<file path="config.mk">
export PLATFORM = sky130hd
export DESIGN_NAME = exec_lane
export DESIGN_NICKNAME = d
export VERILOG_FILES = /design/src/hw/core_pkg.sv /design/src/hw/exec_lane.sv
export SDC_FILE = /design/constraint.sdc
export NUM_CORES = 2
export LEC_CHECK = 0
export BUFFER_PORTS_ARGS = -buffer_cell sky130_fd_sc_hd__buf_2
export CAP_MARGIN = 15
export CORE_ASPECT_RATIO = 0.9
export CORE_MARGIN = 3
export CORE_UTILIZATION = 45
export DETAILED_ROUTE_END_ITERATION = 8
export GPL_ROUTABILITY_DRIVEN = 0
export GPL_TIMING_DRIVEN = 0
export PLACE_DENSITY_LB_ADDON = 0.2
export SKIP_CTS_REPAIR_TIMING = 1
export SYNTH_ARGS = -nofsm -noshare
export SYNTH_HDL_FRONTEND = slang
export SYNTH_SLANG_ARGS = --single-unit
</file>
<file path="constraint.sdc">
create_clock -name clk -period 17.3 [get_ports clk]
set_input_delay 0 -clock clk [delete_from_list [all_inputs] [get_ports clk]]
set_output_delay 0 -clock clk [all_outputs]
set_load 0.02 [all_outputs]
</file>
<file path="src/hw/core_pkg.sv">
`default_nettype none

package core_pkg;

    parameter int XLEN  = 32;
    parameter int LANES = 2;

    typedef logic [XLEN-1:0] word_t;
    typedef logic [4:0]      reg_addr_t;

    // major opcodes
    localparam logic [5:0] OPC_SPECIAL = 6'h00;
    localparam logic [5:0] OPC_ADDIU   = 6'h09;
    localparam logic [5:0] OPC_ORI     = 6'h0d;
    localparam logic [5:0] OPC_LUI     = 6'h0f;

    // funct field of SPECIAL
    localparam logic [5:0] FN_MFHI  = 6'h10;
    localparam logic [5:0] FN_MTHI  = 6'h11;
    localparam logic [5:0] FN_MFLO  = 6'h12;
    localparam logic [5:0] FN_MTLO  = 6'h13;
    localparam logic [5:0] FN_MULTU = 6'h19;
    localparam logic [5:0] FN_ADDU  = 6'h21;
    localparam logic [5:0] FN_SUBU  = 6'h23;
    localparam logic [5:0] FN_AND   = 6'h24;
    localparam logic [5:0] FN_OR    = 6'h25;
    localparam logic [5:0] FN_XOR   = 6'h26;

    typedef enum logic [3:0] {
        OP_NOP, OP_ADDU, OP_SUBU, OP_AND, OP_OR, OP_XOR, OP_ADDIU,
        OP_ORI, OP_LUI, OP_MULTU, OP_MFHI, OP_MFLO, OP_MTHI, OP_MTLO
    } op_t;

    typedef struct packed {
        logic [5:0] opcode;
        reg_addr_t  rs;
        reg_addr_t  rt;
        reg_addr_t  rd;
        logic [4:0] shamt;
        logic [5:0] funct;
    } r_type_t;

    typedef struct packed {
        logic [5:0]  opcode;
        reg_addr_t   rs;
        reg_addr_t   rt;
        logic [15:0] imm;
    } i_type_t;

    // same word, two field layouts
    typedef union packed {
        r_type_t r;
        i_type_t i;
    } instr_u;

    typedef struct packed {
        logic  cyc;
        logic  stb;
        word_t adr;
    } wb_req_t;

    // instr[0] is the older word at pc
    typedef struct packed {
        logic             valid;
        word_t            pc;
        instr_u [1:0]     instr;
    } bundle_t;

    typedef struct packed {
        logic      valid;
        op_t       op;
        reg_addr_t rd;
        logic      writes_gpr;
        word_t     a;
        word_t     b;
    } lane_op_t;

    typedef struct packed {
        logic              valid;
        op_t               op;
        reg_addr_t         rd;
        logic              writes_gpr;
        word_t             result;
        logic [2*XLEN-1:0] product;
        logic              hi_we;
        logic              lo_we;
    } lane_res_t;

    typedef struct packed {
        logic      valid;
        reg_addr_t rd;
        word_t     data;
    } commit_t;

endpackage

`default_nettype wire

</file>
<file path="src/hw/exec_lane.sv">
`default_nettype none

module exec_lane
    import core_pkg::*;
(
    input  wire           clk,
    input  wire           reset,
    input  wire lane_op_t i_op,
    output lane_res_t     o_res
);

    word_t             result;
    logic [2*XLEN-1:0] product;
    logic              hi_we;
    logic              lo_we;

    always_comb begin
        case (i_op.op)
            OP_ADDU, OP_ADDIU: result = i_op.a + i_op.b;
            OP_SUBU:           result = i_op.a - i_op.b;
            OP_AND:            result = i_op.a & i_op.b;
            OP_OR, OP_ORI:     result = i_op.a | i_op.b;
            OP_XOR:            result = i_op.a ^ i_op.b;
            OP_LUI:            result = i_op.b;
            // issue already placed hi or lo on operand a
            OP_MFHI, OP_MFLO:  result = i_op.a;
            default:           result = '0;
        endcase
    end

    // hi in the upper half, lo in the lower half
    always_comb begin
        case (i_op.op)
            OP_MULTU: product = (2*XLEN)'(i_op.a) * (2*XLEN)'(i_op.b);
            OP_MTHI:  product = {i_op.a, word_t'(0)};
            OP_MTLO:  product = {word_t'(0), i_op.a};
            default:  product = '0;
        endcase
    end

    assign hi_we = i_op.valid && (i_op.op inside {OP_MULTU, OP_MTHI});
    assign lo_we = i_op.valid && (i_op.op inside {OP_MULTU, OP_MTLO});

    always_ff @(posedge clk) begin
        if (reset) begin
            o_res.valid <= 1'b0;
        end else begin
            o_res.valid <= i_op.valid;
        end
        o_res.op         <= i_op.op;
        o_res.rd         <= i_op.rd;
        o_res.writes_gpr <= i_op.writes_gpr;
        o_res.result     <= result;
        o_res.product    <= product;
        o_res.hi_we      <= hi_we;
        o_res.lo_we      <= lo_we;
    end

endmodule

`default_nettype wire

</file>
==> flow_metrics.env <==
export IMPL_status="finished with violations"
export IMPL_violations="DRC"
export IMPL_maxCapViolations=0
export IMPL_die_y_um=285.7
export IMPL_grt_busiest_layer="met2"
export IMPL_coreArea_sq_um=85300
export IMPL_wl_mm=167.2
export IMPL_synthMuxAreaShare=0.001535
export IMPL_synth_flop_cell="dfxtp_1"
export IMPL_area_growth_pct=7.822
export IMPL_drive_above_1_share=0.05456
export IMPL_setup_violations=0
export IMPL_crit_type="in -> reg"
export IMPL_cp_arrival_ns=10.36
export IMPL_async_reset_ff_frac=0
export IMPL_slew_headroom=0.09950
export IMPL_yosys_area_top_type="fa_1"
export IMPL_synth_area_sq_um=39120
export IMPL_period_share=0.5835
export IMPL_synth_top_family_by_area="adder cells"
export IMPL_hold_path_class="in -> reg"
export IMPL_synth_xor_area_share=0.02526
export IMPL_met3_usage=0.1584
export IMPL_synth_area_leaders="fa_1, ha_1, inv_1"
export IMPL_syn_avg_cell_area_sq_um=8.557
export IMPL_final_common_cell="inv_1"
export IMPL_synth_adder_area_share=0.5738
export IMPL_initial_core_util=0.4587
export IMPL_finalHoldViolCount=0
export IMPL_wire_per_inst_um=28.13
export IMPL_clk_pin_slew_ns=0.09
export IMPL_dpl_cell_area_sq_um=41570
export IMPL_drc=6
export IMPL_io_pins=186
export IMPL_cp_start_kind="input port"
export IMPL_reg_top3="o_res x109"
export IMPL_port_buffers=185
export IMPL_startpoint="i_op[19]"
export IMPL_max_flop_register="o_res"
export IMPL_crit_path_end="o_res[50]"
export IMPL_crit_fanout=10
export IMPL_drt_pass1_iterations=9
export IMPL_synthSimpleGateAreaFrac=0.1446
export IMPL_antenna_found_initial=10
export IMPL_rows=101
export IMPL_slew_viol_final=0
export IMPL_synth_seq_area_share=0.05577
export IMPL_overflow=0
export IMPL_synth_edf_count=0
export IMPL_synth_seq_cells=109
export IMPL_fin_crit_ns=10.09
export IMPL_die_w_um=316.8
export IMPL_syn_inst=4572
export IMPL_rsz0062_at_grt="false"
export IMPL_viasPerCell=5.937
export IMPL_dp_final_hpwl_mm=140.2
export IMPL_synth_top_area_share=0.4590
export IMPL_vias=35293
export IMPL_final_nets=6130
export IMPL_grt_pass1_wl_mm=239.1
export IMPL_final_cell_mix="inv_1, fa_1, nor2_1, nand2_1, ha_1"
export IMPL_drt_iter0_markers=4673
export IMPL_fin_area_sq_um=42180
export IMPL_cts_max_path_buffers=2
export IMPL_root_buffer="clkbuf_16"
export IMPL_ant_nets=0
export IMPL_grt_pass1_vias=34755
export IMPL_dieArea_sq_um=90520
export IMPL_setup_tns_ns=0
export IMPL_cts_made_buffers=9
export IMPL_yosysWarnings=0
export IMPL_cp_required_ns=17.56
export IMPL_worst_slew_pin_slew_ns=1.351
export IMPL_synth_cell_types=81
export IMPL_tritoncts="built"
export IMPL_nFillCells=8427
export IMPL_grtUsageMet2=0.5080
export IMPL_gr_usage_all_layers=0.3713
export IMPL_setup_worst_path_end_class="register"
export IMPL_largest_register_ffs=109
export IMPL_syn_nets=5905
export IMPL_synth_compound_area_share=0.08235
export IMPL_grt_max_degree=25
export IMPL_clock_sinks=109
export IMPL_grtUsageMet1=0.4832
export IMPL_htree_levels=3
export IMPL_fmax_mhz=99.06
## kinds of logic after synthesis
family,after synthesis
mux,6
buf+inv,1206
flops,109
xor+xnor,112
compound gates,497
fa+ha+maj,1256
simple gates,1386
## synthesized netlist by cell type, types with 7 or more instances
| cell | number |
|---|---|
| inv_1 | 920 |
| fa_1 | 897 |
| nor2_1 | 673 |
| nand2_1 | 551 |
| ha_1 | 359 |
| clkbuf_1 | 198 |
| a21oi_1 | 129 |
| o21ai_0 | 120 |
| dfxtp_1 | 109 |
| xnor2_1 | 74 |
| buf_1 | 47 |
| o211ai_1 | 38 |
| xor2_1 | 37 |
| a21o_1 | 35 |
| a222oi_1 | 30 |
| a31oi_1 | 23 |
| nand3_1 | 23 |
| nand4_1 | 23 |
| nor3_1 | 22 |
| o21a_1 | 21 |
| clkinv_1 | 18 |
| buf_2 | 15 |
| o21bai_1 | 15 |
| and3_1 | 13 |
| nor2b_1 | 12 |
| or3_1 | 11 |
| nand2b_1 | 10 |
| a22o_1 | 9 |
| o31ai_1 | 9 |
| a211oi_1 | 8 |
| and2_1 | 8 |
| nor3b_1 | 7 |
| nor4_1 | 7 |
## final cells by class
cell class | count | area, sq um | area share
antenna | 10 | 25.02 | 0.0005932
buffer | 263 | 1025 | 0.02429
clock buffer | 9 | 225.2 | 0.005339
clock inverter | 7 | 100.1 | 0.002373
inverter | 943 | 3540 | 0.08391
multi-input combinational | 3257 | 32380 | 0.7675
sequential | 109 | 2182 | 0.05173
tap | 1133 | 1418 | 0.03361
timing repair buffer | 214 | 1292 | 0.03064
## layer usage
metal / vias to the layer above / part of all wire
met5: - / 0.00035
li1: 14297 / -
met4: 10 / 0.076
met1: 17795 / 0.36
met2: 2631 / 0.40
met3: 560 / 0.16
## worst max-delay path: stages
cell       delay, ns
buf_2           0.18
clkbuf_1        0.79
clkinv_1        1.04
buf_1           0.69
nor2_1          0.28
fa_1            0.44
inv_1           0.09
fa_1            0.39
inv_1           0.09
fa_1            0.45
fa_1            0.58
fa_1            0.44
fa_1            0.47
fa_1            0.59
fa_1            0.53
ha_1            0.49
a21oi_1         0.56
o21ai_0         0.35
a2111oi_1       0.88
nor3_1          0.20
nand3b_1        0.28
a21oi_1         0.22
xor2_1          0.21
o21ai_1         0.08
## stage by stage
stage            util  hold WS (ns)  std cells  setup slack [ns]
2_1_floorplan       -       0.02772       4572             10.19
3_3_place_gp   0.4861        0.1022       5890             7.182
3_5_place_dp   0.4874        0.1041       5897             7.434
4_1_cts        0.4912       -0.3179       5913             7.790
5_1_grt        0.4942       0.02794       5935             7.363
6_report       0.4945       0.01548       5945             7.205
## worst min path at each step
stage,start,end,cells past startpoint
detailed placement,i_op[67],o_res[101],1
global route,i_op[49],o_res[19],2
finish,i_op[50],o_res[20],3
CTS,i_op[69],o_res[103],1
global placement,i_op[64],o_res[98],1
floorplan,i_op[66],o_res[100],0
Power is left out: the tool's default activity adds up to more than one toggle a clock period on the data nets, which glitch-free logic cannot reach.
