===== config.mk =====
export PLATFORM = sky130hd
export DESIGN_NAME = fetch_unit
export DESIGN_NICKNAME = d
export VERILOG_FILES = /design/src/hw/core_pkg.sv /design/src/hw/fetch_unit.sv
export SDC_FILE = /design/constraint.sdc
export NUM_CORES = 1
export LEC_CHECK = 0
export BUFFER_PORTS_ARGS = -buffer_cell sky130_fd_sc_hd__buf_2
export CAP_MARGIN = 20
export CORE_MARGIN = 8
export CORE_UTILIZATION = 30
export CTS_BUF_LIST = sky130_fd_sc_hd__clkbuf_2 sky130_fd_sc_hd__clkbuf_4 sky130_fd_sc_hd__clkbuf_8
export CTS_CLUSTER_DIAMETER = 120
export CTS_CLUSTER_SIZE = 16
export DETAILED_ROUTE_END_ITERATION = 16
export PLACE_DENSITY = 0.55
export SLEW_MARGIN = 0
export SYNTH_ARGS = -nofsm -noshare
export SYNTH_HDL_FRONTEND = slang
export SYNTH_SLANG_ARGS = --single-unit

===== constraint.sdc =====
create_clock -name clk -period 10.15 [get_ports clk]
set_input_delay 0.5075 -clock clk [delete_from_list [all_inputs] [get_ports clk]]
set_output_delay 0.5075 -clock clk [all_outputs]
set_load 0.01 [all_outputs]

===== src/hw/core_pkg.sv =====
`default_nettype none

package core_pkg;

    parameter int XLEN  = 32;
    parameter int LANES = 2;

    typedef logic [XLEN-1:0] word_t;
    typedef logic [4:0]      reg_addr_t;

    // major opcodes
    localparam logic [5:0] OPC_SPECIAL = 6'h00;
    localparam logic [5:0] OPC_ADDIU   = 6'h09;
    localparam logic [5:0] OPC_ORI     = 6'h0d;
    localparam logic [5:0] OPC_LUI     = 6'h0f;

    // funct field of SPECIAL
    localparam logic [5:0] FN_MFHI  = 6'h10;
    localparam logic [5:0] FN_MTHI  = 6'h11;
    localparam logic [5:0] FN_MFLO  = 6'h12;
    localparam logic [5:0] FN_MTLO  = 6'h13;
    localparam logic [5:0] FN_MULTU = 6'h19;
    localparam logic [5:0] FN_ADDU  = 6'h21;
    localparam logic [5:0] FN_SUBU  = 6'h23;
    localparam logic [5:0] FN_AND   = 6'h24;
    localparam logic [5:0] FN_OR    = 6'h25;
    localparam logic [5:0] FN_XOR   = 6'h26;

    typedef enum logic [3:0] {
        OP_NOP, OP_ADDU, OP_SUBU, OP_AND, OP_OR, OP_XOR, OP_ADDIU,
        OP_ORI, OP_LUI, OP_MULTU, OP_MFHI, OP_MFLO, OP_MTHI, OP_MTLO
    } op_t;

    typedef struct packed {
        logic [5:0] opcode;
        reg_addr_t  rs;
        reg_addr_t  rt;
        reg_addr_t  rd;
        logic [4:0] shamt;
        logic [5:0] funct;
    } r_type_t;

    typedef struct packed {
        logic [5:0]  opcode;
        reg_addr_t   rs;
        reg_addr_t   rt;
        logic [15:0] imm;
    } i_type_t;

    // same word, two field layouts
    typedef union packed {
        r_type_t r;
        i_type_t i;
    } instr_u;

    typedef struct packed {
        logic  cyc;
        logic  stb;
        word_t adr;
    } wb_req_t;

    // instr[0] is the older word at pc
    typedef struct packed {
        logic             valid;
        word_t            pc;
        instr_u [1:0]     instr;
    } bundle_t;

    typedef struct packed {
        logic      valid;
        op_t       op;
        reg_addr_t rd;
        logic      writes_gpr;
        word_t     a;
        word_t     b;
    } lane_op_t;

    typedef struct packed {
        logic              valid;
        op_t               op;
        reg_addr_t         rd;
        logic              writes_gpr;
        word_t             result;
        logic [2*XLEN-1:0] product;
        logic              hi_we;
        logic              lo_we;
    } lane_res_t;

    typedef struct packed {
        logic      valid;
        reg_addr_t rd;
        word_t     data;
    } commit_t;

endpackage

`default_nettype wire


===== src/hw/fetch_unit.sv =====
`default_nettype none

module fetch_unit
    import core_pkg::*;
#(
    parameter word_t RESET_PC = '0
) (
    input  wire              clk,
    input  wire              reset,
    input  wire [2*XLEN-1:0] i_wb_dat,
    input  wire              i_wb_ack,
    input  wire              i_take,
    output wb_req_t          o_wb,
    output bundle_t          o_bundle
);

    word_t pc_q;
    logic  active_q;
    logic  req;
    logic  ack_fire;

    // request whenever the buffer is free or being emptied right now
    assign req      = active_q && (!o_bundle.valid || i_take);
    assign ack_fire = req && i_wb_ack;

    always_comb begin
        o_wb.cyc = req;
        o_wb.stb = req;
        o_wb.adr = pc_q;
    end

    always_ff @(posedge clk) begin
        if (reset) begin
            active_q       <= 1'b0;
            pc_q           <= RESET_PC;
            o_bundle.valid <= 1'b0;
        end else begin
            // first request goes out one cycle after reset drops
            active_q <= 1'b1;
            if (ack_fire) begin
                pc_q              <= pc_q + word_t'(8);
                o_bundle.valid    <= 1'b1;
                o_bundle.pc       <= pc_q;
                // low word is the older instruction
                o_bundle.instr[0] <= i_wb_dat[XLEN-1:0];
                o_bundle.instr[1] <= i_wb_dat[2*XLEN-1:XLEN];
            end else if (i_take) begin
                o_bundle.valid <= 1'b0;
            end
        end
    end

endmodule

`default_nettype wire


==> results.yml, run 1 <==
hold_path:
  hold_path.class: "input pin to flop"
  holdCritStartpoint: "i_wb_dat[61]"
  holdPathEnd: "o_bundle[61]$_DFFE_PP_"
  whs_path_depth: 1
synthesis:
  synth_top_area_share_pct: 62.6
  ys_types: 35
  netlist_area_um2: 4460
  yosysSeqAreaShare_pct: 76.5
  synthTopCellsByArea: "edfxtp_1, dfxtp_1, mux2_2"
  synth_area_leader_cell: "edfxtp_1"
  avgSynthCellArea_um2: 15.4
  async_flop_share_pct: 0
  yosys_warnings: 0
  ys.flop_type: "edfxtp_1"
  netlist_instances: 290
  synth_seq_cells: 124
  synth_edf_count: 93
final_layout:
  antenna_cells: 0
  drive_above_1_share_pct: 48.5
  layout.nets: 557
  layout_common_cells: "buf_2, edfxtp_1, dfxtp_1"
  final_common_cell: "buf_2"
  area_growth_pct: 35.1
  nFillCells: 1374
detailed_routing:
  postRouteWirelength_um: 12100
  wl_met2_um: 5660
  dr.pass1.iters: 4
  drtAntennaViolNets: 0
  routedWlPerCell_um: 17.6
  top_layer: "met4"
  drcViolationCount: 0
  vias: 3082
  wl_met1_um: 4890
  route.met3.wl_um: 1390
  first_iter_violations: 181
  vias_per_cell: 4.50
floorplan:
  core_um2: 14500
  initial_core_util_pct: 30.7
  fp.dieH_um: 138
  die_area_um2: 19000
  die_w_um: 138
  ios: 199
  rows: 44
status:
  status: "finished clean"
clock_network:
  cts_tree: "yes"
  htree_levels: 4
  cts_inserted_buffers: 17
  cts_resized: 0
  cts_sinks: 124
  post_cts_buffers: 0
  clk_pin_slew_ns: 0.07
  cts-root-buf: "clkbuf_8"
  insertion_delay_ns: 0.43
  cts_hold_buffers: 0
  clk_path_buf_depth: 2
critical_path:
  worstPathArrival_ns: 2.81
  r2r_slack_ns: 7.66
  cp_data_required_time_ns: 10.48
  reg2reg_depth: 4
  critical_path.max_fanout: 27
  start_kind: "flop"
  path_class: "flop to flop"
  cp-end-kind: "flop"
  r2r-start: "pc_q[6]$_SDFFE_PP0P_"
  rr_endpoint: "pc_q[24]$_SDFFE_PP0P_"
grt:
  grt_max_degree: 57
  grt_usage_pct: 12.1
  grt-ovfl-total: 0
  grt_first_pass_wirelength_um: 17000
  grt_pass1_vias: 2998
  antenna_found_initial: 0
power:
  leakage_uw: 0.00251
  ir_worst_vdd_mv: 0.0900
  power.density_nw_per_um2: 181
  power_uw: 1090
placed_design:
  gp_congestion: 0.705
  place.port_buffers: 192
  hpwl_um: 9020
timing:
  report.final.slew_viol_count: 0
  fin_worst_skew_ns: 0.0151
  fmax_mhz: 402
  period_share_pct: 24.5
  fin_crit_ns: 2.49
  hold_viol: 0
  slew_headroom_pct: 28.7
  tns_ns: 0
  tightestPinTransition_ns: 1.07
  rsz0062_at_grt: "false"
  setup_viol: 0
run:
  maxCapViolCount: 0
worst max path at each step:
| stage | startpoint | end | cells past startpoint |
|---|---|---|---|
| after floorplan | reset | o_bundle[0]$_DFFE_PP_ | 3 |
| after global placement | pc_q[6]$_SDFFE_PP0P_ | pc_q[20]$_SDFFE_PP0P_ | 4 |
| after detailed placement | pc_q[7]$_SDFFE_PP0P_ | pc_q[16]$_SDFFE_PP0P_ | 4 |
| after CTS | pc_q[6]$_SDFFE_PP0P_ | pc_q[24]$_SDFFE_PP0P_ | 4 |
| after global routing | pc_q[7]$_SDFFE_PP0P_ | pc_q[24]$_SDFFE_PP0P_ | 4 |
| final | pc_q[6]$_SDFFE_PP0P_ | pc_q[24]$_SDFFE_PP0P_ | 4 |
state kept, by name (all words and copies together) (netlist names):
signal	flops
active_q	1
o_bundle	94
pc_q	29
cells by family (layout without fill, tap and decap cells):
kind of cell	Yosys count	after routing	share of synthesized area (%)
flip-flops	124	124	76.5
AND/OR/NAND/NOR	100	100	13.0
AO/OA/AOI/OAI	17	17	2.19
other	1	6	0.0840
XOR/XNOR	6	6	1.18
buffers and inverters	26	232	3.05
adder cells (fa/ha/maj)	1	1	0.280
multiplexers	15	15	3.78
report_power, final:
group | internal [µW] | switching (µW)
combinational | 17.1 | 25.0
clock | 299 | 190
sequential | 554 | 2.91
total | 870 | 218
routing by layer:
| metal | up-vias | GRT usage, % |
|---|---|---|
| met5 | - | 0 |
| met4 | 0 | 4.84 |
| met3 | 10 | 5.33 |
| met2 | 153 | 19.6 |
| met1 | 1458 | 13.7 |
| li1 | 1461 | - |
metrics by stage:
stage | worst slack (ns) | std cells | utilization [%] | area (µm²) | hold WS [ns]
global route | 7.41 | 685 | 41.5 | 6030 | 0.205
detailed placement | 7.71 | 653 | 38.4 | 5580 | 0.488
floorplan | 2.24 | 295 | - | 4480 | 0.514
CTS | 7.68 | 685 | 41.5 | 6030 | 0.199
finish | 7.66 | 685 | 41.5 | 6030 | 0.242
global placement | 7.77 | 653 | 38.4 | 5580 | 0.486
cells in the mapped netlist, types with 2 or more instances:
cell,count
or3_1,3
nand4_1,4
dfxtp_1,31
mux2_2,11
nor4_2,3
or4_1,5
mux2_1,4
buf_4,8
edfxtp_1,93
a21oi_1,9
o21ai_0,3
and2_1,5
nand3_1,9
buf_1,2
nor4_1,13
nor2_1,22
nand2_1,11
xnor2_1,4
nor2b_1,16
clkbuf_1,8
xor2_1,2
inv_1,6
o31ai_1,5
and4_1,2
worst max-delay path: stages (launching register included):
cell	delay [ns]
dfxtp_1	0.41
and4_1	0.27
nand3_1	0.74
nor4_1	0.58
mux2_2	0.37
final cells by class:
| cell class | instances | area (µm²) | share of cell area (%) |
|---|---|---|---|
| clock buffers | 20 | 256 | 4.25 |
| clock inverters | 12 | 195 | 3.24 |
| flip-flops and latches | 124 | 3410 | 56.6 |
| repair buffers | 194 | 976 | 16.2 |
| inverters | 6 | 22.5 | 0.373 |
| multi-input cells | 145 | 938 | 15.6 |
| well taps | 184 | 230 | 3.82 |
(Power assumes the default switching activity.)
==> inputs of run 2 (changes only) <==
- clock period: 10.15 -> 2.53 ns (I/O delays scaled with it)
==> run 2 against run 1 <==
  * Non-clock buffer count is 67 higher
  * Power increased to 3.9 times the previous value
  * Maximum frequency increased by 22%
  * Count of clock-buffer cells in the layout is 3 lower
==> results.yml, run 2 (synthesis results as in run 1) <==
grt:
  grt_use_met2_pct: 20.9
  grt_first_pass_wirelength_um: 18200
  antenna_found_initial: 0
  grt_usage_pct: 12.7
  grt.busiest_layer: "met2"
  grt-ovfl-total: 0
  grt_max_degree: 87
  grt_pass1_vias: 3282
  use_met3_pct: 5.29
  use_met1_pct: 14.3
timing:
  fin_crit_ns: 2.04
  fin_worst_skew_ns: 0.00676
  period_share_pct: 80.7
  rsz0062_at_grt: "false"
  setup_viol: 0
  slew_headroom_pct: 64.2
  fmax_mhz: 490
  hold_viol: 0
  tns_ns: 0
  tightestPinTransition_ns: 0.538
  report.final.slew_viol_count: 0
power:
  switchingPower_uw: 922
  power_frac_seq_pct: 52.5
  power.density_nw_per_um2: 637
  clkPwrFrac_pct: 41.4
  switching_share_pct: 21.7
  comb_power_share_pct: 6.0
  ir_worst_vdd_mv: 0.232
  leakage_uw: 0.00278
  p_int_uw: 3330
  power_uw: 4250
hold_path:
  holdPathEnd: "o_bundle[96]$_SDFFE_PP0P_"
  hold_path.class: "input pin to flop"
  whs_path_depth: 3
  holdCritStartpoint: "i_wb_ack"
detailed_routing:
  postRouteWirelength_um: 12700
  dr.pass1.iters: 4
  first_iter_violations: 162
  routedWlPerCell_um: 16.9
  vias_per_cell: 4.37
  vias: 3289
  drtAntennaViolNets: 0
  drcViolationCount: 0
floorplan:
  core_um2: 14500
  initial_core_util_pct: 30.7
  ios: 199
  fp.dieH_um: 138
  die_area_um2: 19000
  rows: 44
  die_w_um: 138
final_layout:
  max_flop_register: "o_bundle"
  nFillCells: 1301
  final_common_cell: "buf_2"
  seq_area_um2: 3410
  drive_above_1_share_pct: 44.0
  multi_input_comb_area_um2: 955
  layout_common_cells: "buf_2, edfxtp_1, dlygate4sd3_1"
  antenna_cells: 0
  layout.nets: 624
  area_growth_pct: 49.6
  top_regs: "o_bundle x94, pc_q x29, active_q x1"
  largest_reg_flops: 94
clock_network:
  cts_sinks: 124
  htree_levels: 4
  cts-root-buf: "clkbuf_8"
  cts_resized: 0
  clk_pin_slew_ns: 0.07
  clk_path_buf_depth: 2
  cts_inserted_buffers: 17
  cts_tree: "yes"
  insertion_delay_ns: 0.43
  post_cts_buffers: 0
critical_path:
  start_kind: "flop"
  cp-end-kind: "flop"
  r2r-start: "pc_q[15]$_SDFFE_PP0P_"
  critical_path.max_fanout: 11
  worstPathArrival_ns: 2.36
  path_class: "flop to flop"
  rr_endpoint: "pc_q[31]$_SDFFE_PP0P_"
  reg2reg_depth: 4
  r2r_slack_ns: 0.49
  cp_data_required_time_ns: 2.85
placed_design:
  place.port_buffers: 192
  hpwl_um: 8890
  gp_congestion: 0.736
status:
  status: "finished clean"
run:
  maxCapViolCount: 0
-- run 2: worst max-delay path by stage --
stage,from,end,slack (ns),depth (start not counted)
floorplan,o_bundle[96]$_SDFFE_PP0P_,o_bundle[0]$_DFFE_PP_,-0.61,2
global placement,pc_q[15]$_SDFFE_PP0P_,pc_q[31]$_SDFFE_PP0P_,0.49,4
detailed placement,pc_q[15]$_SDFFE_PP0P_,pc_q[31]$_SDFFE_PP0P_,0.50,4
CTS,pc_q[15]$_SDFFE_PP0P_,pc_q[31]$_SDFFE_PP0P_,0.48,4
global route,pc_q[15]$_SDFFE_PP0P_,pc_q[31]$_SDFFE_PP0P_,0.38,4
finish,pc_q[15]$_SDFFE_PP0P_,pc_q[31]$_SDFFE_PP0P_,0.49,4
-- run 2: per-stage QoR --
step,setup WS [ns],hold slack (ns),instances,utilization (%),instance area [µm²]
global placement,0.489,0.304,656,38.8,5630
global route,0.379,0.0679,752,46.0,6680
floorplan,-0.614,0.225,295,-,4510
finish,0.487,0.0896,752,46.0,6680
detailed placement,0.495,0.305,656,38.8,5630
CTS,0.477,0.0520,752,46.0,6680
-- run 2: power groups by stage --
| stage | sequential [µW] | clock [µW] | combinational [µW] |
|---|---|---|---|
| 3_3_place_gp | 2280 | 0 | 173 |
| 6_report | 2230 | 1760 | 256 |
| 3_5_place_dp | 2280 | 0 | 178 |
| 4_1_cts | 2230 | 1840 | 259 |
| 5_1_grt | 2240 | 1910 | 280 |
| 2_1_floorplan | 2300 | 0 | 57.2 |
-- run 2: what timing repair did --
action,CTS,global route
hold buffers,64,0
endpoints found under the setup margin,0,0
endpoints found under the hold margin,64,0
-- run 2: cell type report --
| type | count | share of cell area [%] |
|---|---|---|
| Clock inverter | 15 | 2.58 |
| Multi-Input combinational cell | 145 | 14.3 |
| Tap cell | 184 | 3.45 |
| Inverter | 6 | 0.337 |
| Sequential cell | 124 | 51.1 |
| Clock buffer | 17 | 3.50 |
| Timing Repair Buffer | 261 | 24.7 |
-- run 2: layer usage --
metal / share of wire [%] / vias to the layer above
met4: 1.4 / 0
met5: 0 / -
li1: - / 1595
met1: 40 / 1530
met3: 12 / 16
met2: 47 / 148
-- run 2: worst max-delay path, stage by stage (launching register included) --
cell,delay (ns)
dfxtp_1,0.45
nand4_2,0.16
or4_4,0.63
nor4_1,0.31
mux2_2,0.36
