--- src/hw/core_pkg.sv ---
`default_nettype none

package core_pkg;

    parameter int XLEN  = 32;
    parameter int LANES = 2;

    typedef logic [XLEN-1:0] word_t;
    typedef logic [4:0]      reg_addr_t;

    // major opcodes
    localparam logic [5:0] OPC_SPECIAL = 6'h00;
    localparam logic [5:0] OPC_ADDIU   = 6'h09;
    localparam logic [5:0] OPC_ORI     = 6'h0d;
    localparam logic [5:0] OPC_LUI     = 6'h0f;

    // funct field of SPECIAL
    localparam logic [5:0] FN_MFHI  = 6'h10;
    localparam logic [5:0] FN_MTHI  = 6'h11;
    localparam logic [5:0] FN_MFLO  = 6'h12;
    localparam logic [5:0] FN_MTLO  = 6'h13;
    localparam logic [5:0] FN_MULTU = 6'h19;
    localparam logic [5:0] FN_ADDU  = 6'h21;
    localparam logic [5:0] FN_SUBU  = 6'h23;
    localparam logic [5:0] FN_AND   = 6'h24;
    localparam logic [5:0] FN_OR    = 6'h25;
    localparam logic [5:0] FN_XOR   = 6'h26;

    typedef enum logic [3:0] {
        OP_NOP, OP_ADDU, OP_SUBU, OP_AND, OP_OR, OP_XOR, OP_ADDIU,
        OP_ORI, OP_LUI, OP_MULTU, OP_MFHI, OP_MFLO, OP_MTHI, OP_MTLO
    } op_t;

    typedef struct packed {
        logic [5:0] opcode;
        reg_addr_t  rs;
        reg_addr_t  rt;
        reg_addr_t  rd;
        logic [4:0] shamt;
        logic [5:0] funct;
    } r_type_t;

    typedef struct packed {
        logic [5:0]  opcode;
        reg_addr_t   rs;
        reg_addr_t   rt;
        logic [15:0] imm;
    } i_type_t;

    // same word, two field layouts
    typedef union packed {
        r_type_t r;
        i_type_t i;
    } instr_u;

    typedef struct packed {
        logic  cyc;
        logic  stb;
        word_t adr;
    } wb_req_t;

    // instr[0] is the older word at pc
    typedef struct packed {
        logic             valid;
        word_t            pc;
        instr_u [1:0]     instr;
    } bundle_t;

    typedef struct packed {
        logic      valid;
        op_t       op;
        reg_addr_t rd;
        logic      writes_gpr;
        word_t     a;
        word_t     b;
    } lane_op_t;

    typedef struct packed {
        logic              valid;
        op_t               op;
        reg_addr_t         rd;
        logic              writes_gpr;
        word_t             result;
        logic [2*XLEN-1:0] product;
        logic              hi_we;
        logic              lo_we;
    } lane_res_t;

    typedef struct packed {
        logic      valid;
        reg_addr_t rd;
        word_t     data;
    } commit_t;

endpackage

`default_nettype wire

--- src/hw/retire_unit.sv ---
`default_nettype none

module retire_unit
    import core_pkg::*;
(
    input  wire                        clk,
    input  wire                        reset,
    input  wire lane_res_t [LANES-1:0] i_res,
    output logic [LANES-1:0]           o_we,
    output reg_addr_t [LANES-1:0]      o_waddr,
    output word_t [LANES-1:0]          o_wdata,
    output word_t                      o_hi,
    output word_t                      o_lo,
    output commit_t [LANES-1:0]        o_commit
);

    // writes to r0 vanish here and never show as commits
    always_comb begin
        logic we;
        for (int l = 0; l < LANES; l++) begin
            we = i_res[l].valid && i_res[l].writes_gpr && i_res[l].rd != '0;
            o_we[l]           = we;
            o_waddr[l]        = i_res[l].rd;
            o_wdata[l]        = i_res[l].result;
            o_commit[l].valid = we;
            o_commit[l].rd    = i_res[l].rd;
            o_commit[l].data  = i_res[l].result;
        end
    end

    always_ff @(posedge clk) begin
        if (reset) begin
            o_hi <= '0;
            o_lo <= '0;
        end else begin
            // later lane overrides the earlier one
            for (int l = 0; l < LANES; l++) begin
                if (i_res[l].valid && i_res[l].hi_we) begin
                    o_hi <= i_res[l].product[2*XLEN-1:XLEN];
                end
                if (i_res[l].valid && i_res[l].lo_we) begin
                    o_lo <= i_res[l].product[XLEN-1:0];
                end
            end
        end
    end

endmodule

`default_nettype wire

--- config.mk ---
export PLATFORM = sky130hd
export DESIGN_NAME = retire_unit
export DESIGN_NICKNAME = d
export VERILOG_FILES = /design/src/hw/core_pkg.sv /design/src/hw/retire_unit.sv
export SDC_FILE = /design/constraint.sdc
export NUM_CORES = 1
export LEC_CHECK = 0
export BUFFER_PORTS_ARGS = -buffer_cell sky130_fd_sc_hd__clkbuf_2
export CAP_MARGIN = 0
export CORE_AREA = 4 4 166 168
export CTS_CLUSTER_DIAMETER = 50
export DETAILED_ROUTE_END_ITERATION = 12
export DIE_AREA = 0 0 170 172
export SYNTH_ARGS = -nofsm -noshare
export SYNTH_HDL_FRONTEND = slang
export SYNTH_SLANG_ARGS = --single-unit
--- constraint.sdc ---
create_clock -name clk -period 1.8 [get_ports clk]
set_input_delay 0.36 -clock clk [delete_from_list [all_inputs] [get_ports clk]]
set_output_delay 0.36 -clock clk [all_outputs]
set_load 0.01 [all_outputs]
==> reports/metrics.yaml, run 1 <==
route:
  wirelength_um: 15500
  drt_pre_antenna_iters: 4
  wl_per_cell_um: 16.6
  route.detailed.drc: 0
  vias: 4411
  vias_per_cell: 4.73
  drtIter0Drc: 215
  drtAntennaViolNets: 0
setup_path:
  rrSetupSlack_ns: 0.91
  crit_chain: "clkbuf_2 -> or3_1 -> o311a_1 -> clkbuf_2"
  worstSetupEndpoint: "o_commit[37]"
  cp_data_arrival_time_ns: 1.27
  r2r-end: "o_lo[30]$_SDFFE_PP0P_"
  slowest_stage: "or3_1"
  r2r_cells: 2
  cp_slowest_stage_delay_ns: 0.36
  required_ns: 1.44
  r2r_start: "o_lo[30]$_SDFFE_PP0P_"
  critical_path.max_fanout: 3
  cp-start-kind: "primary input"
  endpoint_kind: "primary output"
  startpoint: "i_res[100]"
  path_class: "primary input to primary output"
  crit_path_frequent_cell: "clkbuf_2"
finish:
  n_fill_cell: 2867
  final_layout_size_suffix_gt1_share_pct: 49.7
  antenna_cells: 0
  final_cell_area_um2: 5590
  fin_cells: 933
  layout.nets: 813
  syn_to_final_growth_pct: 9.95
clock_network:
  root_buffer: "clkbuf_16"
  clk_pin_slew_ns: 0.06
  cts_resized: 0
  clockBufferDepth: 2
  postCtsSetupRepairBufs: 0
  cts_sinks: 64
  cts_tree: "yes"
  insertion_delay_ns: 0.34
  cts_made_buffers: 9
  hold_buffers: 0
  htree_levels: 3
sta:
  min_period_ns: 1.63
  hold_slack_ns: 0.290
  fmax_mhz: 612
  worstMarginPinSlew_ns: 0.709
  clock_skew_ns: 0
  slew_headroom_pct: 52.7
  setup_viol: 0
  rsz0062_at_grt: "no"
  period_share_pct: 90.8
  setup_slack_ns: 0.165
  setup_tns_ns: 0
  slew_violations: 0
  finalHoldViolCount: 0
global_route:
  grt_max_degree: 76
  grt_pass1_wl_um: 23300
  antenna_found_initial: 0
  grt_pass1_vias: 4355
  overflow: 0
  track_usage_pct: 9.97
yosys:
  avgSynthCellArea_um2: 9.24
  netlist_instances: 550
  synth.most_common_cell: "buf_4"
  synth_cell_types: 18
  ys.flop_type: "dfxtp_1"
  synth-edff-count: 0
  synthArstFlopShare_pct: 0
  synth_nets: 770
  synth_common_cells: "buf_4 (166), a311oi_1 (64), dfxtp_1 (64), nand3_1 (64), a221oi_1 (62)"
  ys_ff_latch: 64
  ys_warn_count: 0
  syn-cell-area_um2: 5080
  synth_area_leader_cell: "dfxtp_1"
  synth_top_area_share_pct: 25.2
  yosysSeqAreaShare_pct: 25.2
  ys_top_cells_by_area: "dfxtp_1 (25%), buf_4 (25%), a311oi_1 (11%)"
place:
  place_congestion: 0.723
  pre_cts_slack_ns: 0.143
  dp.cells: 917
  post-dp-hpwl_um: 11000
  dpl_cell_area_um2: 5240
  io_buffers: 235
power:
  cellInternalPower_mw: 3.40
  pwr-share-comb_pct: 22.1
  p_clk_share_pct: 43.8
  ir_drop_v: 0.000260
  power.density_nw_per_um2: 848
  seqPwrFrac_pct: 34.1
  switching_share_pct: 28.3
  switchingPower_mw: 1.34
  p_leak_nw: 2.49
floorplan:
  num_rows: 59
  fp.dieH_um: 172
  dieArea_um2: 29200
  die_x_um: 170
  core_um2: 25900
  ios: 436
  floorplan.initialDensity_pct: 19.6
outcome:
  status: "complete, no violations"
worst_hold_path:
  hp-class: "primary input to register"
job:
  cap_viol_max_count: 0
[layer usage]
layer	up-vias	track usage [%]	wire length, µm
li1	2048	-	-
met1	2083	11.8	6130
met5	-	0	0
met3	51	2.93	1440
met4	0	5.28	580
met2	229	16.3	7340
[worst min path at each step]
stage               slack (ns)  cells past startpoint                    end                   from
finish                    0.29                      3  o_lo[30]$_SDFFE_PP0P_              i_res[32]
global route              0.28                      3  o_hi[16]$_SDFFE_PP0P_              i_res[50]
CTS                       0.27                      3  o_lo[30]$_SDFFE_PP0P_              i_res[32]
detailed placement        0.60                      2  o_hi[16]$_SDFFE_PP0P_  o_hi[16]$_SDFFE_PP0P_
global placement          0.58                      2  o_hi[16]$_SDFFE_PP0P_  o_hi[16]$_SDFFE_PP0P_
floorplan                 0.53                      2  o_hi[16]$_SDFFE_PP0P_              i_res[50]
[sequential cells by signal, summed over array words and instances (netlist names)]
signal and cells:
o_hi 32, o_lo 32
[kinds of logic after synthesis]
logic type / count (synthesis) / share of synthesized area, %
AOI/OAI and AO/OA: 194 / 35.1
buffers and inverters: 222 / 32.6
DFF: 64 / 25.2
and+or+nand+nor: 70 / 7.04
[final cells by class]
| class | count | area, µm² | area share, % |
|---|---|---|---|
| well taps | 335 | 419 | 7.50 |
| multi-input cells | 264 | 2140 | 38.3 |
| clock buffers | 9 | 225 | 4.03 |
| clock inverters | 7 | 120 | 2.15 |
| repair buffers | 254 | 1400 | 25.1 |
| flip-flops and latches | 64 | 1280 | 22.9 |
[layout by cell type (no fill, tap or decap)]
| cell | netlist | final |
|---|---|---|
| or3_1 | 2 | 2 |
| clkbuf_2 | 0 | 233 |
| a311oi_1 | 64 | 64 |
| a22o_2 | 2 | 2 |
| clkinvlp_4 | 0 | 1 |
| buf_4 | 166 | 13 |
| o311a_1 | 2 | 2 |
| clkbuf_16 | 0 | 9 |
| buf_2 | 25 | 1 |
| a21bo_2 | 25 | 25 |
| dfxtp_1 | 64 | 64 |
| buf_6 | 15 | 1 |
| bufinv_16 | 0 | 3 |
| nand3_1 | 64 | 64 |
| clkinv_4 | 0 | 2 |
| a21bo_1 | 39 | 39 |
| buf_12 | 0 | 6 |
| clkinv_2 | 0 | 1 |
| nand2_1 | 2 | 2 |
| and3b_1 | 2 | 2 |
| a221oi_1 | 62 | 62 |
[power groups by stage]
stage | sequential, mW | clock (mW) | combinational [mW]
2_1_floorplan | 1.69 | 0 | 0.926
6_report | 1.61 | 2.08 | 1.05
3_5_place_dp | 1.64 | 0 | 1.05
4_1_cts | 1.61 | 2.19 | 1.06
5_1_grt | 1.63 | 2.24 | 1.15
3_3_place_gp | 1.64 | 0 | 1.05
[metrics by stage]
step | total power [mW] | util, %
2_1_floorplan | 2.62 | -
3_3_place_gp | 2.69 | 20.2
3_5_place_dp | 2.70 | 20.2
4_1_cts | 4.86 | 21.6
5_1_grt | 5.02 | 21.6
6_report | 4.74 | 21.6
[critical path, delay by kind of cell]
kind / cells / cell delay [ns]
compound gates: 1 / 0.32
buf+inv: 2 / 0.24
simple gates: 1 / 0.36
No activity file was read; power rests on OpenSTA's default activity.
==> run 2: changes to the inputs <==
--- a/config.mk
+++ b/config.mk
@@ -7,10 +7,10 @@
 export LEC_CHECK = 0
 export BUFFER_PORTS_ARGS = -buffer_cell sky130_fd_sc_hd__clkbuf_2
 export CAP_MARGIN = 0
-export CORE_AREA = 4 4 166 168
+export CORE_AREA = 4 4 167 169
 export CTS_CLUSTER_DIAMETER = 50
 export DETAILED_ROUTE_END_ITERATION = 12
-export DIE_AREA = 0 0 170 172
+export DIE_AREA = 0 0 171 173
 export SYNTH_ARGS = -nofsm -noshare
 export SYNTH_HDL_FRONTEND = slang
 export SYNTH_SLANG_ARGS = --single-unit
==> run 2 against run 1 <==
Effect of this change: combinational power hardly changed; sequential share of layout area is essentially flat; critical endpoint is now o_we[1]; first-iteration DRC count grew 19%; highest routed layer unchanged; die area grew 1.2%; critical path type unchanged; global-route usage rose by 0.14 points; largest cell class unchanged; sequential power is essentially flat.
==> reports/metrics.yaml, run 2 (synthesis results as in run 1) <==
setup_path:
  cp_data_arrival_time_ns: 1.30  # +0.03 ns
  required_ns: 1.44  # about the same
  r2r-end: "o_hi[16]$_SDFFE_PP0P_"
  critical_path.max_fanout: 3  # unchanged
  r2r_cells: 2  # unchanged
  endpoint_kind: "primary output"
  r2r_start: "o_hi[16]$_SDFFE_PP0P_"
  cp-start-kind: "primary input"
  path_class: "primary input to primary output"
  rrSetupSlack_ns: 0.92  # about the same
clock_network:
  postCtsSetupRepairBufs: 0  # unchanged
  clockBufferDepth: 2  # unchanged
  hold_buffers: 0  # unchanged
  clk_pin_slew_ns: 0.06  # about the same
  cts_sinks: 64  # unchanged
  cts_made_buffers: 9  # unchanged
  htree_levels: 3  # unchanged
  cts_tree: "yes"
  insertion_delay_ns: 0.33  # about the same
  cts_resized: 0  # unchanged
  root_buffer: "clkbuf_16"
finish:
  layout.nets: 812  # -0.12%
  multiInputGateArea_um2: 2140  # unchanged
  top_regs: "o_hi x32, o_lo x32"
  n_fill_cell: 2974  # +3.7%
  postLayoutCoreUtil_pct: 21.0  # -0.53 points
  mostFrequentLayoutCells: "clkbuf_2 (232), nand3_1 (64), a311oi_1 (64), dfxtp_1 (64), a221oi_1 (62)"
  final_common_cell: "clkbuf_2"
  seq_area_um2: 1280  # unchanged
  antenna_cells: 0  # unchanged
  syn_to_final_growth_pct: 9.97  # about the same
  fin_cells: 937  # +0.43%
  final_layout_size_suffix_gt1_share_pct: 49.3  # -0.34 points
sta:
  finalHoldViolCount: 0  # unchanged
  clock_skew_ns: 0  # unchanged
  min_period_ns: 1.66  # +0.0231 ns
  fmax_mhz: 603  # -1.4%
  worstMarginPinSlew_ns: 0.727  # +0.0177 ns
  period_share_pct: 92.1  # +1.3 points
  setup_tns_ns: 0  # unchanged
  slew_violations: 0  # unchanged
  rsz0062_at_grt: "no"
  slew_headroom_pct: 51.5  # -1.2 points
  setup_viol: 0  # unchanged
  hold_slack_ns: 0.286  # -0.00413 ns
route:
  vias_per_cell: 4.74  # +0.23%
  route.detailed.drc: 0  # unchanged
  vias: 4440  # +0.66%
  wirelength_um: 16000  # +3.2%
  drt_pre_antenna_iters: 4  # unchanged
  drtIter0Drc: 256  # +19%
  drtAntennaViolNets: 0  # unchanged
  wl_per_cell_um: 17.1  # +2.7%
power:
  power.density_nw_per_um2: 835  # -1.5%
  power_mw: 4.67  # -1.5%
  ir_drop_v: 0.000299  # +15%
  p_leak_nw: 2.49  # -0.11%
global_route:
  use_met2_pct: 16.4  # +0.052 points
  grt_max_degree: 65  # -14%
  grt_pass1_vias: 4212  # -3.3%
  grt_pass1_wl_um: 23700  # +1.7%
  track_usage_pct: 10.1  # +0.14 points
  use_met3_pct: 3.29  # +0.37 points
  antenna_found_initial: 0  # unchanged
  overflow: 0  # unchanged
  grtUsageMet1_pct: 11.7  # -0.10 points
  busiest_layer: "met2"
floorplan:
  die_x_um: 171  # +0.59%
  core_um2: 26600  # +2.6%
  floorplan.initialDensity_pct: 19.1  # -0.49 points
  num_rows: 60  # +1.7%
  dieArea_um2: 29600  # +1.2%
  ios: 436  # unchanged
  fp.dieH_um: 173  # +0.58%
worst_hold_path:
  min_to: "o_lo[30]$_SDFFE_PP0P_"
  whs_path_depth: 3  # unchanged
  min_from: "i_res[32]"
  hp-class: "primary input to register"
place:
  io_buffers: 235  # unchanged
  post-dp-hpwl_um: 11400  # +3.3%
  dp.cells: 922  # +0.55%
  place_congestion: 0.708  # -2.2%
outcome:
  status: "complete, no violations"
job:
  cap_viol_max_count: 0  # unchanged
==> run 2: cell types whose count changed in the layout (fill, tap and decap cells not counted) <==
cell	before	now
buf_12	6	8
buf_2	1	2
buf_4	13	10
bufinv_16	3	2
clkbuf_1	0	1
clkbuf_2	233	232
clkbuf_8	0	2
clkinv_4	2	0
clkinvlp_4	1	0
==> run 2: power breakdown <==
| group | internal, mW | switching [mW] |
|---|---|---|
| logic | 0.500 | 0.552 |
| registers | 1.54 | 0.0689 |
| clock network | 1.28 | 0.722 |
| total | 3.33 | 1.34 |
==> run 2: how the worst max path moves through the flow <==
| stage | slack (ns) | end | start | cells past startpoint |
|---|---|---|---|---|
| after global placement | 0.13 | o_hi[8]$_SDFFE_PP0P_ | i_res[108] | 4 |
| final | 0.14 | o_we[1] | i_res[209] | 4 |
| after floorplan | 0.23 | o_we[0] | i_res[100] | 3 |
| after detailed placement | 0.11 | o_lo[5]$_SDFFE_PP0P_ | i_res[108] | 4 |
| after global routing | 0.09 | o_we[1] | i_res[209] | 4 |
| after CTS | 0.13 | o_we[1] | i_res[209] | 4 |
==> run 2: cell type report <==
cell class	instances	share of cell area, %
multi-input combinational	264	38.3
timing repair buffer	253	25.4
tap	341	7.63
sequential	64	22.9
clock buffer	12	4.59
clock inverter	3	1.16
==> run 2: per-layer routing <==
layer	wire (µm)	up-vias
met2	7480	227
met4	658	0
met3	1530	50
li1	-	2045
met1	6310	2118
met5	0	-
==> run 2: worst max-delay path: stages <==
cell	delay [ns]
clkbuf_2	0.10
or3_1	0.36
o311a_1	0.31
clkbuf_2	0.16
==> run 2: stage by stage <==
step | cell area, µm² | worst slack, ns
3_3_place_gp | 5270 | 0.126
4_1_cts | 5590 | 0.127
6_report | 5590 | 0.142
3_5_place_dp | 5270 | 0.114
2_1_floorplan | 5080 | 0.231
5_1_grt | 5590 | 0.0880
==> run 3: changes to the inputs <==
==> config.mk (replaced) <==
export PLATFORM = sky130hd
export DESIGN_NAME = retire_unit
export DESIGN_NICKNAME = d
export VERILOG_FILES = /design/src/hw/core_pkg.sv /design/src/hw/retire_unit.sv
export SDC_FILE = /design/constraint.sdc
export NUM_CORES = 1
export LEC_CHECK = 0
export CAP_MARGIN = 0
export CORE_AREA = 4 4 165 167
export CTS_CLUSTER_DIAMETER = 50
export DETAILED_ROUTE_END_ITERATION = 12
export DIE_AREA = 0 0 169 171
export DONT_BUFFER_PORTS = 1
export SYNTH_ARGS = -nofsm -noshare
export SYNTH_HDL_FRONTEND = slang
export SYNTH_SLANG_ARGS = --single-unit
==> run 3 against run 2 <==
Effect of this change: count of clock-buffer cells in the layout fell by 2; worst hold slack worse by 0.20 ns; maximum frequency up 12%; largest power group unchanged.
==> reports/metrics.yaml, run 3 (synthesis results as in run 1) <==
route:
  wl_met3_um: 1390  # -9.1%
  wl_met1_um: 5500  # -13%
  drt_pre_antenna_iters: 7  # +3
  wl_per_cell_um: 21.2  # +24%
  vias_per_cell: 5.15  # +8.8%
  vias: 3510  # -21%
  drtAntennaViolNets: 0  # unchanged
  drtIter0Drc: 148  # -42%
  route.detailed.drc: 0  # unchanged
  routed.top_layer: "met4"
  met2_length_um: 6830  # -8.7%
  wirelength_um: 14400  # -9.7%
global_route:
  grt_pass1_vias: 3296  # -22%
  overflow: 0  # unchanged
  track_usage_pct: 9.24  # -0.86 points
  antenna_found_initial: 0  # unchanged
  grt_max_degree: 194  # +200%
  grt_pass1_wl_um: 20900  # -12%
finish:
  top_regs: "o_hi x32, o_lo x32"
  layout.nets: 561  # -31%
  final_cell_area_um2: 4160  # -25%
  syn_to_final_growth_pct: -18.1
  mostFrequentLayoutCells: "nand3_1 (64), a311oi_1 (64), dfxtp_1 (64)"
  postLayoutCoreUtil_pct: 16.2  # -4.9 points
  n_fill_cell: 2887  # -2.9%
  final_layout_size_suffix_gt1_share_pct: 13.0  # -36 points
  antenna_cells: 0  # unchanged
sta:
  slew_headroom_pct: 50.1  # -1.4 points
  worstMarginPinSlew_ns: 0.749  # +0.0217 ns
  clock_skew_ns: 0  # unchanged
  hold_slack_ns: 0.0851  # -0.201 ns
  setup_tns_ns: 0  # unchanged
  rsz0062_at_grt: "no"
  slew_violations: 0  # unchanged
  period_share_pct: 82.5  # -9.6 points
  setup_viol: 0  # unchanged
  fmax_mhz: 673  # +12%
  finalHoldViolCount: 0  # unchanged
  min_period_ns: 1.49  # -0.172 ns
power:
  p_leak_nw: 1.36  # -45%
  ir_drop_v: 0.000276  # -7.7%
  switching_share_pct: 26.6  # -2.1 points
  pwr-share-comb_pct: 10.1  # -12 points
  cellInternalPower_mw: 2.91  # -13%
  p_clk_share_pct: 46.9  # +4.0 points
  switchingPower_mw: 1.06  # -21%
  power.density_nw_per_um2: 952  # +14%
  seqPwrFrac_pct: 42.9  # +8.4 points
  power_mw: 3.97  # -15%
setup_path:
  crit_family: "compound AO/OA/AOI/OAI gates"
  crit_chain: "or3_1 -> o311a_1"
  crit_buf_inv: 0  # -2
  cp-start-kind: "primary input"
  critical_path.max_fanout: 3  # unchanged
  path_class: "primary input to primary output"
  slowest_stage: "o311a_1"
  cp_data_arrival_time_ns: 1.13  # -0.17 ns
  required_ns: 1.44  # about the same
  endpoint_kind: "primary output"
  cp_slowest_stage_delay_ns: 0.41  # +0.05 ns
  rrSetupSlack_ns: 0.82  # -0.10 ns
outcome:
  status: "complete, no violations"
floorplan:
  dieArea_um2: 28900  # -2.3%
  core_um2: 25800  # -3.1%
  ios: 436  # unchanged
  floorplan.initialDensity_pct: 19.7  # +0.60 points
  fp.dieH_um: 171  # -1.2%
  num_rows: 59  # -1.7%
  die_x_um: 169  # -1.2%
worst_hold_path:
  hp-class: "primary input to register"
clock_network:
  cts_tree: "yes"
  htree_levels: 3  # unchanged
  root_buffer: "clkbuf_16"
  clk_pin_slew_ns: 0.07  # about the same
  cts_sinks: 64  # unchanged
  postCtsSetupRepairBufs: 0  # unchanged
  hold_buffers: 0  # unchanged
  cts_resized: 0  # unchanged
  clockBufferDepth: 2  # unchanged
  cts_made_buffers: 9  # unchanged
  insertion_delay_ns: 0.34  # about the same
job:
  cap_viol_max_count: 0  # unchanged
place:
  io_buffers: 0  # -100%
  place_congestion: 0.652  # -7.8%
  post-dp-hpwl_um: 9370  # -18%
  dpl_cell_area_um2: 3860  # -27%
[run 3: cell types whose count changed in the layout (fill, tap and decap cells not counted), sizes merged]
cell,previous run,this run
bufinv,2,1
buf,21,2
clkbuf,244,10
clkinv,1,2
inv,0,1
clkinvlp,0,2
[run 3: power by group through the flow]
stage / Combinational, mW / Sequential (mW) / Clock [mW]
finish: 0.402 / 1.70 / 1.86
global route: 0.450 / 1.72 / 2.01
CTS: 0.408 / 1.70 / 1.96
detailed placement: 0.408 / 1.73 / 0
global placement: 0.395 / 1.74 / 0
floorplan: 0.926 / 1.69 / 0
[run 3: metal layers]
layer / vias up / GRT usage, %
met1: 1678 / 10.8
met4: 0 / 5.78
met5: - / 0
li1: 1541 / -
met2: 228 / 14.5
met3: 63 / 3.23
[run 3: path summary, 6_finish.rpt]
path,startpoint,to,depth (start not counted)
max,i_res[209],o_we[1],2
min,reset,o_hi[22]$_SDFFE_PP0P_,1
max reg2reg,o_hi[16]$_SDFFE_PP0P_,o_hi[16]$_SDFFE_PP0P_,2
min reg2reg,o_lo[30]$_SDFFE_PP0P_,o_lo[30]$_SDFFE_PP0P_,2
[run 3: stage by stage]
stage | instances | setup WS [ns]
after CTS | 681 | 0.309
final | 681 | 0.315
after global routing | 681 | 0.287
after detailed placement | 665 | 0.309
after floorplan | 550 | 0.231
after global placement | 665 | 0.317
[run 3: layout make-up]
| type | instances | area [µm²] | area share [%] |
|---|---|---|---|
| repair buffers | 2 | 15.0 | 0.361 |
| well taps | 335 | 419 | 10.1 |
| clock inverters | 6 | 67.6 | 1.62 |
| multi-input cells | 264 | 2140 | 51.4 |
| flip-flops and latches | 64 | 1280 | 30.8 |
| clock buffers | 10 | 239 | 5.74 |
